[src/uart_config.svh]
`ifndef UART_CONFIG_SVH
`define UART_CONFIG_SVH

// Character width on the serial line
`define UART_DATA_W     8

// Wishbone data and word address widths
`define UART_WB_DAT_W   32
`define UART_WB_ADR_W   2

// FIFO depth is 2**UART_FIFO_AW bytes
`define UART_FIFO_AW    4

// Clocks per bit, width and value after reset
`define UART_DIV_W      16
`define UART_DIV_RESET  16

`endif

[src/uart_pkg.sv]
`include "uart_config.svh"

package uart_pkg;

	// Word addresses on the Wishbone port
	typedef enum logic [`UART_WB_ADR_W-1:0] {
		REG_DATA    = 0,
		REG_STATUS  = 1,
		REG_DIVISOR = 2
	} reg_addr_e;

	typedef enum logic [1:0] {
		TX_IDLE,
		TX_START,
		TX_DATA,
		TX_STOP
	} tx_state_e;

	typedef struct packed {
		logic                      cyc;
		logic                      stb;
		logic                      we;
		logic [`UART_WB_ADR_W-1:0] adr;
		logic [`UART_WB_DAT_W-1:0] dat;
	} wb_req_t;

	typedef struct packed {
		logic                      ack;
		logic [`UART_WB_DAT_W-1:0] dat;
	} wb_rsp_t;

	// Status word, busy in the top bit and level in the low bits
	typedef struct packed {
		logic                    busy;
		logic                    full;
		logic                    empty;
		logic [`UART_FIFO_AW:0]  level;
	} uart_status_t;

endpackage

[src/uart_baud_gen.sv]
`timescale 1ns/1ps
`include "uart_config.svh"

module uart_baud_gen (
	input  logic                    i_CLK,
	input  logic                    i_RESET,
	input  logic [`UART_DIV_W-1:0]  i_divisor,
	output logic                    o_tick
);

	logic [`UART_DIV_W-1:0] reload;
	logic [`UART_DIV_W-1:0] count;
	logic [`UART_DIV_W-1:0] divisor_q;

	// Divisors below 2 count as 2
	assign reload = (i_divisor > 1) ? i_divisor - 1'b1 : {{(`UART_DIV_W-1){1'b0}}, 1'b1};

	always_ff @(posedge i_CLK)
	begin
		divisor_q <= i_divisor;
		if (i_RESET)
			count <= reload;
		else if (i_divisor != divisor_q || count == '0)
			count <= reload;
		else
			count <= count - 1'b1;
	end

	// One clock in every D
	assign o_tick = (count == '0);

endmodule

[src/uart_transmitter.sv]
`timescale 1ns/1ps
`include "uart_config.svh"

module uart_transmitter (
	input  logic                     i_CLK,
	input  logic                     i_RESET,
	input  logic                     i_tick,
	input  logic                     i_empty,
	input  logic [`UART_DATA_W-1:0]  i_data,
	output logic                     o_pop,
	output logic                     o_busy,
	output logic                     o_tx
);

	localparam int cnt_w = $clog2(`UART_DATA_W);
	localparam logic [cnt_w-1:0] last_bit = cnt_w'(`UART_DATA_W - 1);

	uart_pkg::tx_state_e      state;
	logic [`UART_DATA_W-1:0]  shift_reg;
	logic [cnt_w-1:0]         bit_cnt;
	logic                     load;

	// Fetch at the end of an idle bit or straight after a stop bit
	assign load = i_tick && !i_empty &&
		(state == uart_pkg::TX_IDLE || state == uart_pkg::TX_STOP);

	assign o_pop  = load;
	assign o_busy = (state != uart_pkg::TX_IDLE);

	always_ff @(posedge i_CLK)
	begin
		if (i_RESET)
		begin
			state   <= uart_pkg::TX_IDLE;
			bit_cnt <= '0;
			o_tx    <= 1'b1;
		end
		else if (i_tick)
		begin
			case (state)
				uart_pkg::TX_IDLE, uart_pkg::TX_STOP:
				begin
					if (!i_empty)
					begin
						state <= uart_pkg::TX_START;
						o_tx  <= 1'b0;
					end
					else
					begin
						state <= uart_pkg::TX_IDLE;
						o_tx  <= 1'b1;
					end
				end
				uart_pkg::TX_START:
				begin
					state   <= uart_pkg::TX_DATA;
					bit_cnt <= '0;
					o_tx    <= shift_reg[0];
				end
				uart_pkg::TX_DATA:
				begin
					bit_cnt <= bit_cnt + 1'b1;
					if (bit_cnt == last_bit)
					begin
						state <= uart_pkg::TX_STOP;
						o_tx  <= 1'b1;
					end
					else
						o_tx <= shift_reg[0];
				end
				default:
				begin
					state <= uart_pkg::TX_IDLE;
					o_tx  <= 1'b1;
				end
			endcase
		end
	end

	// LSB first, shifted out once per data bit
	always_ff @(posedge i_CLK)
	begin
		if (load)
			shift_reg <= i_data;
		else if (i_tick && (state == uart_pkg::TX_START || state == uart_pkg::TX_DATA))
			shift_reg <= shift_reg >> 1;
	end

	a_start_low: assert property (@(posedge i_CLK) disable iff (i_RESET)
		(state == uart_pkg::TX_START) |-> !o_tx);

	a_line_high: assert property (@(posedge i_CLK) disable iff (i_RESET)
		(state == uart_pkg::TX_IDLE || state == uart_pkg::TX_STOP) |-> o_tx);

	// Bit boundaries come only from the baud tick
	a_tick_only: assert property (@(posedge i_CLK) disable iff (i_RESET)
		!i_tick |=> $stable(state));

endmodule

[src/uart_tx_fifo.sv]
`timescale 1ns/1ps
`include "uart_config.svh"

module uart_tx_fifo (
	input  logic                      i_CLK,
	input  logic                      i_RESET,
	input  logic                      i_push,
	input  logic [`UART_DATA_W-1:0]   i_push_data,
	input  logic                      i_pop,
	output logic [`UART_DATA_W-1:0]   o_head,
	output logic                      o_full,
	output logic                      o_empty,
	output logic [`UART_FIFO_AW:0]    o_level
);

	localparam int depth = 1 << `UART_FIFO_AW;

	logic [`UART_DATA_W-1:0] mem [depth];
	// Pointers carry one extra wrap bit
	logic [`UART_FIFO_AW:0]  wr_ptr;
	logic [`UART_FIFO_AW:0]  rd_ptr;
	logic                    same_slot;

	always_ff @(posedge i_CLK)
	begin
		if (i_push)
			mem[wr_ptr[`UART_FIFO_AW-1:0]] <= i_push_data;
	end

	always_ff @(posedge i_CLK)
	begin
		if (i_RESET)
		begin
			wr_ptr <= '0;
			rd_ptr <= '0;
		end
		else
		begin
			if (i_push)
				wr_ptr <= wr_ptr + 1'b1;
			if (i_pop)
				rd_ptr <= rd_ptr + 1'b1;
		end
	end

	assign same_slot = (wr_ptr[`UART_FIFO_AW-1:0] == rd_ptr[`UART_FIFO_AW-1:0]);

	// Same slot with equal wrap bits is empty, different wrap bits is full
	assign o_empty = same_slot && (wr_ptr[`UART_FIFO_AW] == rd_ptr[`UART_FIFO_AW]);
	assign o_full  = same_slot && (wr_ptr[`UART_FIFO_AW] != rd_ptr[`UART_FIFO_AW]);
	assign o_level = wr_ptr - rd_ptr;

	// Head is read straight from the array
	assign o_head = mem[rd_ptr[`UART_FIFO_AW-1:0]];

	a_no_pop_empty: assert property (@(posedge i_CLK) disable iff (i_RESET)
		!(i_pop && o_empty));

	a_no_push_full: assert property (@(posedge i_CLK) disable iff (i_RESET)
		!(i_push && o_full));

endmodule

[src/uart_tx_top.sv]
`timescale 1ns/1ps
`include "uart_config.svh"

module uart_tx_top (
	input  logic               i_CLK,
	input  logic               i_RESET,
	input  uart_pkg::wb_req_t  i_wb,
	output uart_pkg::wb_rsp_t  o_wb,
	output logic               o_tx
);

	logic                     push;
	logic [`UART_DATA_W-1:0]  push_data;
	logic [`UART_DIV_W-1:0]   divisor;
	logic                     fifo_full;
	logic                     fifo_empty;
	logic [`UART_FIFO_AW:0]   fifo_level;
	logic [`UART_DATA_W-1:0]  head;
	logic                     pop;
	logic                     tx_busy;
	logic                     tick;

	uart_wb_regs u_regs (
		.i_CLK        (i_CLK),
		.i_RESET      (i_RESET),
		.i_wb         (i_wb),
		.i_fifo_full  (fifo_full),
		.i_fifo_empty (fifo_empty),
		.i_fifo_level (fifo_level),
		.i_tx_busy    (tx_busy),
		.o_wb         (o_wb),
		.o_push       (push),
		.o_push_data  (push_data),
		.o_divisor    (divisor)
	);

	uart_tx_fifo u_fifo (
		.i_CLK       (i_CLK),
		.i_RESET     (i_RESET),
		.i_push      (push),
		.i_push_data (push_data),
		.i_pop       (pop),
		.o_head      (head),
		.o_full      (fifo_full),
		.o_empty     (fifo_empty),
		.o_level     (fifo_level)
	);

	uart_baud_gen u_baud (
		.i_CLK     (i_CLK),
		.i_RESET   (i_RESET),
		.i_divisor (divisor),
		.o_tick    (tick)
	);

	uart_transmitter u_tx (
		.i_CLK   (i_CLK),
		.i_RESET (i_RESET),
		.i_tick  (tick),
		.i_empty (fifo_empty),
		.i_data  (head),
		.o_pop   (pop),
		.o_busy  (tx_busy),
		.o_tx    (o_tx)
	);

endmodule

[src/uart_wb_regs.sv]
`timescale 1ns/1ps
`include "uart_config.svh"

module uart_wb_regs (
	input  logic                        i_CLK,
	input  logic                        i_RESET,
	input  uart_pkg::wb_req_t           i_wb,
	input  logic                        i_fifo_full,
	input  logic                        i_fifo_empty,
	input  logic [`UART_FIFO_AW:0]      i_fifo_level,
	input  logic                        i_tx_busy,
	output uart_pkg::wb_rsp_t           o_wb,
	output logic                        o_push,
	output logic [`UART_DATA_W-1:0]     o_push_data,
	output logic [`UART_DIV_W-1:0]      o_divisor
);

	localparam logic [`UART_DIV_W-1:0] div_reset_val = `UART_DIV_RESET;

	uart_pkg::reg_addr_e       addr;
	uart_pkg::uart_status_t    status;
	logic                      req;
	logic                      data_wr;
	logic                      accept;
	logic                      ack_q;
	logic [`UART_WB_DAT_W-1:0] rdata_next;
	logic [`UART_WB_DAT_W-1:0] rdata_q;
	logic [`UART_DIV_W-1:0]    divisor_q;

	assign addr    = uart_pkg::reg_addr_e'(i_wb.adr);
	// No new request while the previous ack is still on the bus
	assign req     = i_wb.cyc && i_wb.stb && !ack_q;
	assign data_wr = i_wb.we && (addr == uart_pkg::REG_DATA);

	// Data writes wait here until the FIFO has room
	assign accept = req && !(data_wr && i_fifo_full);

	assign o_push      = accept && data_wr;
	assign o_push_data = i_wb.dat[`UART_DATA_W-1:0];
	assign o_divisor   = divisor_q;

	always_comb
	begin
		status.busy  = i_tx_busy;
		status.full  = i_fifo_full;
		status.empty = i_fifo_empty;
		status.level = i_fifo_level;
	end

	// Read mux, unused bits and the data register read as zero
	always_comb
	begin
		rdata_next = '0;
		case (addr)
			uart_pkg::REG_STATUS:
				rdata_next[$bits(status)-1:0] = status;
			uart_pkg::REG_DIVISOR:
				rdata_next[`UART_DIV_W-1:0] = divisor_q;
			default:
				rdata_next = '0;
		endcase
	end

	always_ff @(posedge i_CLK)
	begin
		if (i_RESET)
		begin
			ack_q     <= 1'b0;
			divisor_q <= div_reset_val;
		end
		else
		begin
			ack_q <= accept;
			if (accept && i_wb.we && addr == uart_pkg::REG_DIVISOR)
				divisor_q <= i_wb.dat[`UART_DIV_W-1:0];
		end
	end

	// Captured with the request, valid alongside ack
	always_ff @(posedge i_CLK)
	begin
		if (accept)
			rdata_q <= rdata_next;
	end

	assign o_wb = '{ack: ack_q, dat: rdata_q};

	// Classic cycle: one ack per request, master drops stb after it
	a_ack_single: assert property (@(posedge i_CLK) disable iff (i_RESET)
		o_wb.ack |=> !o_wb.ack);

	// Stalled data writes must never reach a full FIFO
	a_no_push_full: assert property (@(posedge i_CLK) disable iff (i_RESET)
		!(o_push && i_fifo_full));

endmodule
[config.mk]
export PLATFORM = sky130hd
export DESIGN_NAME = uart_tx_top
export DESIGN_NICKNAME = d
export VERILOG_FILES = /design/src/uart_pkg.sv /design/src/uart_baud_gen.sv /design/src/uart_transmitter.sv /design/src/uart_tx_fifo.sv /design/src/uart_tx_top.sv /design/src/uart_wb_regs.sv
export VERILOG_INCLUDE_DIRS = /design/src
export SDC_FILE = /design/constraint.sdc
export NUM_CORES = 1
export LEC_CHECK = 0
export BUFFER_PORTS_ARGS = -buffer_cell sky130_fd_sc_hd__buf_2
export CORE_MARGIN = 5
export CORE_UTILIZATION = 28
export DETAILED_ROUTE_END_ITERATION = 16
export GPL_ROUTABILITY_DRIVEN = 0
export SYNTH_ARGS = -nofsm -noshare
export SYNTH_HDL_FRONTEND = slang
export SYNTH_HIERARCHICAL = 1
export SYNTH_SLANG_ARGS = --single-unit
export TNS_END_PERCENT = 50
[constraint.sdc]
create_clock -name i_CLK -period 6.25 [get_ports i_CLK]
set_clock_uncertainty 0.1 [all_clocks]
set_input_delay 0.625 -clock i_CLK [delete_from_list [all_inputs] [get_ports i_CLK]]
set_output_delay 0.625 -clock i_CLK [all_outputs]
set_load 0.01 [all_outputs]
==> results.yml, run 1 <==
drt:
  highest_layer: "met5"
  dr.pass1.iters: 5
  wirelength_microns: 19600
  detail_route.vias_per_cell: 4.54
  route.detailed.drc: 0
  drt-initial-drc-count: 289
  num_vias: 5338
  met1_length_microns: 8580
  ant_nets: 0
  wl_met3_microns: 1210
  met2_length_microns: 9330
  wl_per_cell_microns: 16.7
run_status:
  status: "completed"
timing:
  setup_viol: 0
  worst_pin_slew_ns: 1.16
  whs_ns: 0.271
  finalCritPeriodShare_pct: 52.8
  setup_ws_ns: 2.95
  max-slew-margin-rel_pct: 22.6
  rsz0062_at_grt: "no"
  slew_violations: 0
  fin_setup_tns_ns: 0
  fin_crit_ns: 3.30
  max_freq_ghz: 0.303
  hold_viol_final: 0
placed_design:
  dp_slack_ns: 2.91
  placed_cell_area_sq_um: 10300
  place_inst: 1134
  numPortBuffers: 40
  dp_hpwl_microns: 13000
synth:
  synth.area.top_cells: "edfxtp_1 47%, dfxtp_1 14%, mux4_2 4.1%"
  synth_seq_cells: 221
  netlist_top_cells_count: "152 x edfxtp_1, 69 x dfxtp_1, 37 x mux2i_1"
  synth_top_area_cell: "edfxtp_1"
  yosysWarnings: 6
  synth-async-reset-ratio_pct: 0
  ys.flop_type: "edfxtp_1"
  ys_seq_area_share_pct: 60.7
  synth_compound_area_share_pct: 3.50
  yosysUniqueCellTypes: 60
  synth-edff-count: 152
  synth_top_family_by_area: "multiplexers"
  syn_area_per_cell_sq_um: 14.5
  yosysTopAreaCellShare_pct: 46.6
  synth.most_common_cell: "edfxtp_1"
  synth-simple-area-share_pct: 11.3
  syn_inst: 674
  synthAdderAreaFrac_pct: 2.89
  synth_mux_area_share_pct: 12.5
  synth-xor-area-share_pct: 4.47
  syn_area_sq_um: 9800
finish:
  seqCellArea_sq_um: 5950
  final_area_sq_um: 11000
  drive_gt1_share_pct: 16.9
  num-nets-final: 765
  utilization_pct: 31.9
  area_growth_pct: 12.6
  multi_input_area_sq_um: 3460
  diodes: 0
  stdcell_count: 1175
  largest_reg_flops: 128
  nFillCells: 3449
cts:
  htreeDepth: 1
  cts_resized: 0
  clk_path_buf_depth: 3
  clkLatencyLatePin_ns: 0.52
  cts_tree: "built"
  cts_sinks: 221
  post_cts_buffers: 0
  postCtsHoldBufs: 0
  cts.clk_slew.worst_paths_ns: 0.06
  cts_made_buffers: 23
  clock_tree.root_cell: "clkbuf_16"
floorplanning:
  die_area_sq_um: 38800
  die_h_microns: 197
  ios: 73
  coreArea_sq_um: 34500
  die_w_microns: 197
  initial_core_util_pct: 28.4
  placementRows: 68
power_and_ir_drop:
  powerDensity_nw_per_um2: 280
  power_mw: 3.09
  p_leak_nw: 3.79
  peakVddDrop_mv: 0.244
critical_path:
  r2r-start: "u_fifo/wr_ptr[0]$_SDFFE_PP0P_"
  r2r_cells: 7
  path_max_fanout: 8
  reg2reg_slack_ns: 2.95
  worstPathArrival_ns: 3.36
  cp-start-kind: "register"
  worstSetupEndpointType: "register"
  reg2reg_to: "u_fifo/mem[0][2]$_DFFE_PP_"
  crit_type: "reg2reg"
  required_ns: 6.31
worst_hold_path:
  min_path_type: "in2reg"
  worstHoldEndpoint: "u_regs/o_divisor[13]$_SDFFE_PP0P_"
  hold_depth: 3
  min_from: "i_wb[13]"
grt:
  grt_pass1_vias: 5417
  grt_use_total_pct: 9.84
  grt_pass1_wl_microns: 30200
  grt_max_degree: 52
  overflow: 0
  antenna_found_initial: 4
run:
  cap_viol_max_count: 0
-- routing by layer --
| metal | track usage [%] | vias to the layer above |
|---|---|---|
| met5 | 0 | - |
| met2 | 16.2 | 124 |
| met3 | 2.46 | 43 |
| li1 | - | 2511 |
| met4 | 2.82 | 8 |
| met1 | 12.9 | 2652 |
-- worst max-delay path, cell delays in order, from the launching register on --
cell and delay, ns:
dfxtp_1 0.43, inv_1 0.11, ha_1 0.32, nand4_1 0.12
nor2_1 0.14, nor3_1 0.76, nor3b_1 0.48, and2_1 0.49
-- worst max-delay path by stage --
stage,start,endpoint,slack [ns],depth (start not counted)
2_1_floorplan,u_baud/count[13]$_DFF_P_,u_tx/shift_reg[0]$_DFFE_PP_,3.67,7
3_3_place_gp,u_fifo/wr_ptr[0]$_SDFFE_PP0P_,u_fifo/mem[1][3]$_DFFE_PP_,2.97,7
3_5_place_dp,u_fifo/wr_ptr[0]$_SDFFE_PP0P_,u_fifo/mem[1][2]$_DFFE_PP_,2.91,7
4_1_cts,u_fifo/wr_ptr[0]$_SDFFE_PP0P_,u_fifo/mem[1][2]$_DFFE_PP_,2.95,7
5_1_grt,u_fifo/wr_ptr[0]$_SDFFE_PP0P_,u_fifo/mem[1][6]$_DFFE_PP_,2.72,7
6_report,u_fifo/wr_ptr[0]$_SDFFE_PP0P_,u_fifo/mem[0][2]$_DFFE_PP_,2.95,7
-- layout by cell type, fill, tap and decap left out, types with 11 or more instances in the layout --
cell type,count
a21oi_1,11
nand2_1,32
xor2_1,23
nor2_1,30
clkbuf_16,23
nand2b_1,33
buf_2,40
mux2i_1,37
and2_1,26
a22oi_1,24
mux4_1,14
ha_1,21
xnor2_1,27
conb_1,16
dfxtp_1,67
mux4_2,18
inv_1,19
edfxtp_1,152
-- cells by family (layout without fill, tap and decap cells) --
group	Yosys count	count (layout)
flops	221	221
simple gates	185	185
mux	76	76
buf+inv	71	102
xor+xnor	50	50
compound gates	48	48
fa+ha+maj	22	22
other cells	1	16
-- cell type report --
cell class / instances / area share [%]
Clock buffer: 27 / 5.54
Tap cell: 455 / 5.16
Timing Repair Buffer: 41 / 1.88
Sequential cell: 221 / 53.9
Clock inverter: 14 / 1.47
Multi-Input combinational cell: 397 / 31.3
Inverter: 20 / 0.681
-- power by group --
part,internal [mW],switching (mW)
logic,0.0429,0.0675
registers,1.57,0.0134
clock network,0.828,0.565
(Power assumes the default switching activity.)
==> inputs of run 2 (changes only) <==
clock period = 3.25 ns   (was 6.25 ns; I/O delays follow)
==> run 2 against run 1 <==
  * First-iteration DRC count up 7.3%
  * Clock-buffer cell count up 4
  * Final cell count up 1.9%
  * Non-clock buffer count up 21
  * Sequential share of layout area down 0.57 points
  * Critical endpoint is now u_fifo/mem[1][1]$_DFFE_PP_
  * Utilization up 0.34 points
  * Largest cell class unchanged
==> results.yml, run 2 (synthesized netlist as in run 1, its figures left out) <==
cts:
  cts_tree: "built"
  clock_tree.root_cell: "clkbuf_16"
  clk_path_buf_depth: 3
  clkLatencyLatePin_ns: 0.52
  cts_made_buffers: 23
  cts_sinks: 221
  postCtsHoldBufs: 8
  cts_resized: 0
  post_cts_buffers: 0
  cts.clk_slew.worst_paths_ns: 0.06
  htreeDepth: 1
drt:
  wirelength_microns: 19500
  route.detailed.drc: 0
  ant_nets: 0
  detail_route.vias_per_cell: 4.44
  num_vias: 5311
  wl_per_cell_microns: 16.3
  dr.pass1.iters: 5
  drt-initial-drc-count: 310
critical_path:
  r2r-start: "u_fifo/wr_ptr[0]$_SDFFE_PP0P_"
  reg2reg_slack_ns: 0.43
  slowest_stage: "and2_1"
  crit_start: "u_fifo/wr_ptr[0]$_SDFFE_PP0P_"
  reg2reg_to: "u_fifo/mem[1][1]$_DFFE_PP_"
  crit_family: "simple AND/OR/NAND/NOR gates"
  crit_chain: "inv_1, ha_1, nand4_1, nor2_1, nor3_1, buf_4, nor3b_1, and2_1"
  critPathMaxStageDelay_ns: 0.48
  cp-start-kind: "register"
  worstSetupEndpointType: "register"
  required_ns: 3.31
  path_max_fanout: 8
  crit_type: "reg2reg"
  cp.depth: 8
  path_buf_inv: 2
  r2r_cells: 8
  worstPathArrival_ns: 2.88
worst_hold_path:
  hold_depth: 1
  min_from: "i_wb[4]"
  worstHoldEndpoint: "u_fifo/mem[4][4]$_DFFE_PP_"
  min_path_type: "in2reg"
floorplanning:
  die_w_microns: 197
  placementRows: 68
  die_h_microns: 197
  ios: 73
  initial_core_util_pct: 28.4
  coreArea_sq_um: 34500
  die_area_sq_um: 38800
finish:
  drive_gt1_share_pct: 17.3
  final_common_cell: "edfxtp_1"
  largest_reg_flops: 128
  num-nets-final: 786
  final_cell_mix: "152 x edfxtp_1, 68 x dfxtp_1, 40 x buf_2"
  area_growth_pct: 13.8
run:
  cap_viol_max_count: 0
timing:
  fin_setup_tns_ns: 0
  whs_ns: 0.119
  fin_crit_ns: 2.82
  hold_viol_final: 0
  rsz0062_at_grt: "no"
  max_freq_ghz: 0.354
  finalCritPeriodShare_pct: 86.8
  setup_viol: 0
  worst_pin_slew_ns: 0.777
  slew_violations: 0
  max-slew-margin-rel_pct: 48.2
grt:
  grt_max_degree: 52
  grt_pass1_wl_microns: 30800
  antenna_found_initial: 3
  overflow: 0
  grt_pass1_vias: 5549
  grt_use_total_pct: 10.0
run_status:
  status: "completed"
power_and_ir_drop:
  powerDensity_nw_per_um2: 515
  peakVddDrop_mv: 0.354
  p_leak_nw: 3.86
placed_design:
  dp_hpwl_microns: 13100
  numPortBuffers: 40
-- run 2: changes by cell type in the layout (fill, tap and decap cells not counted), moves of 3 or more --
cell           delta
clkinv_2          -4
dlygate4sd3_1     +8
clkbuf_1          +3
clkinv_1          +3
bufinv_16         -3
buf_4            +13
-- run 2: layout make-up --
cell class,instances,area (sq um)
Fill cell,3422,23400
Clock buffer,31,647
Timing Repair Buffer,62,385
Inverter,20,75.1
Sequential cell,221,5950
Tap cell,455,569
Multi-Input combinational cell,397,3460
Antenna cell,1,2.50
Clock inverter,10,63.8
-- run 2: how the worst max path moves through the flow --
stage,endpoint,slack (ns)
6_report,u_fifo/mem[1][1]$_DFFE_PP_,0.43
5_1_grt,u_fifo/mem[1][1]$_DFFE_PP_,0.21
4_1_cts,u_fifo/mem[1][1]$_DFFE_PP_,0.38
3_5_place_dp,u_fifo/mem[1][7]$_DFFE_PP_,0.43
3_3_place_gp,u_fifo/mem[0][7]$_DFFE_PP_,0.43
2_1_floorplan,u_tx/shift_reg[0]$_DFFE_PP_,0.67
-- run 2: worst reg2reg max path: stages (launching register included) --
cell and delay, ns:
dfxtp_1 0.42, inv_1 0.11, ha_1 0.32, nand4_1 0.12, nor2_1 0.13, nor3_1 0.21
buf_4 0.18, nor3b_1 0.39, and2_1 0.48
-- run 2: routing by layer --
layer  vias up  wire, microns  GRT usage (%)  part of all wire, %
met2       114           9400           16.7                   48
met4         6            435           3.06                  2.2
met5         -             39              0                 0.20
met1      2592           8510           13.1                   44
met3        38           1100           2.17                  5.6
li1       2561              -              -                    -
-- run 2: per-stage QoR --
| stage | instance area (sq um) | total power [mW] | setup WS [ns] | cells | utilization (%) |
|---|---|---|---|---|---|
| after floorplan | 9860 | 3.28 | 0.671 | 689 | - |
| after global placement | 10400 | 3.33 | 0.425 | 1147 | 30.0 |
| after detailed placement | 10400 | 3.34 | 0.429 | 1147 | 30.0 |
| after CTS | 11100 | 5.81 | 0.382 | 1196 | 32.3 |
| after global routing | 11100 | 5.96 | 0.206 | 1196 | 32.3 |
| final | 11100 | 5.74 | 0.429 | 1197 | 32.3 |
-- run 2: report_power, final --
part           internal [mW]  switching, mW  leakage (nW)
Sequential              3.03         0.0248          1.93
Combinational         0.0924          0.135          1.58
Clock                   1.40           1.06         0.352
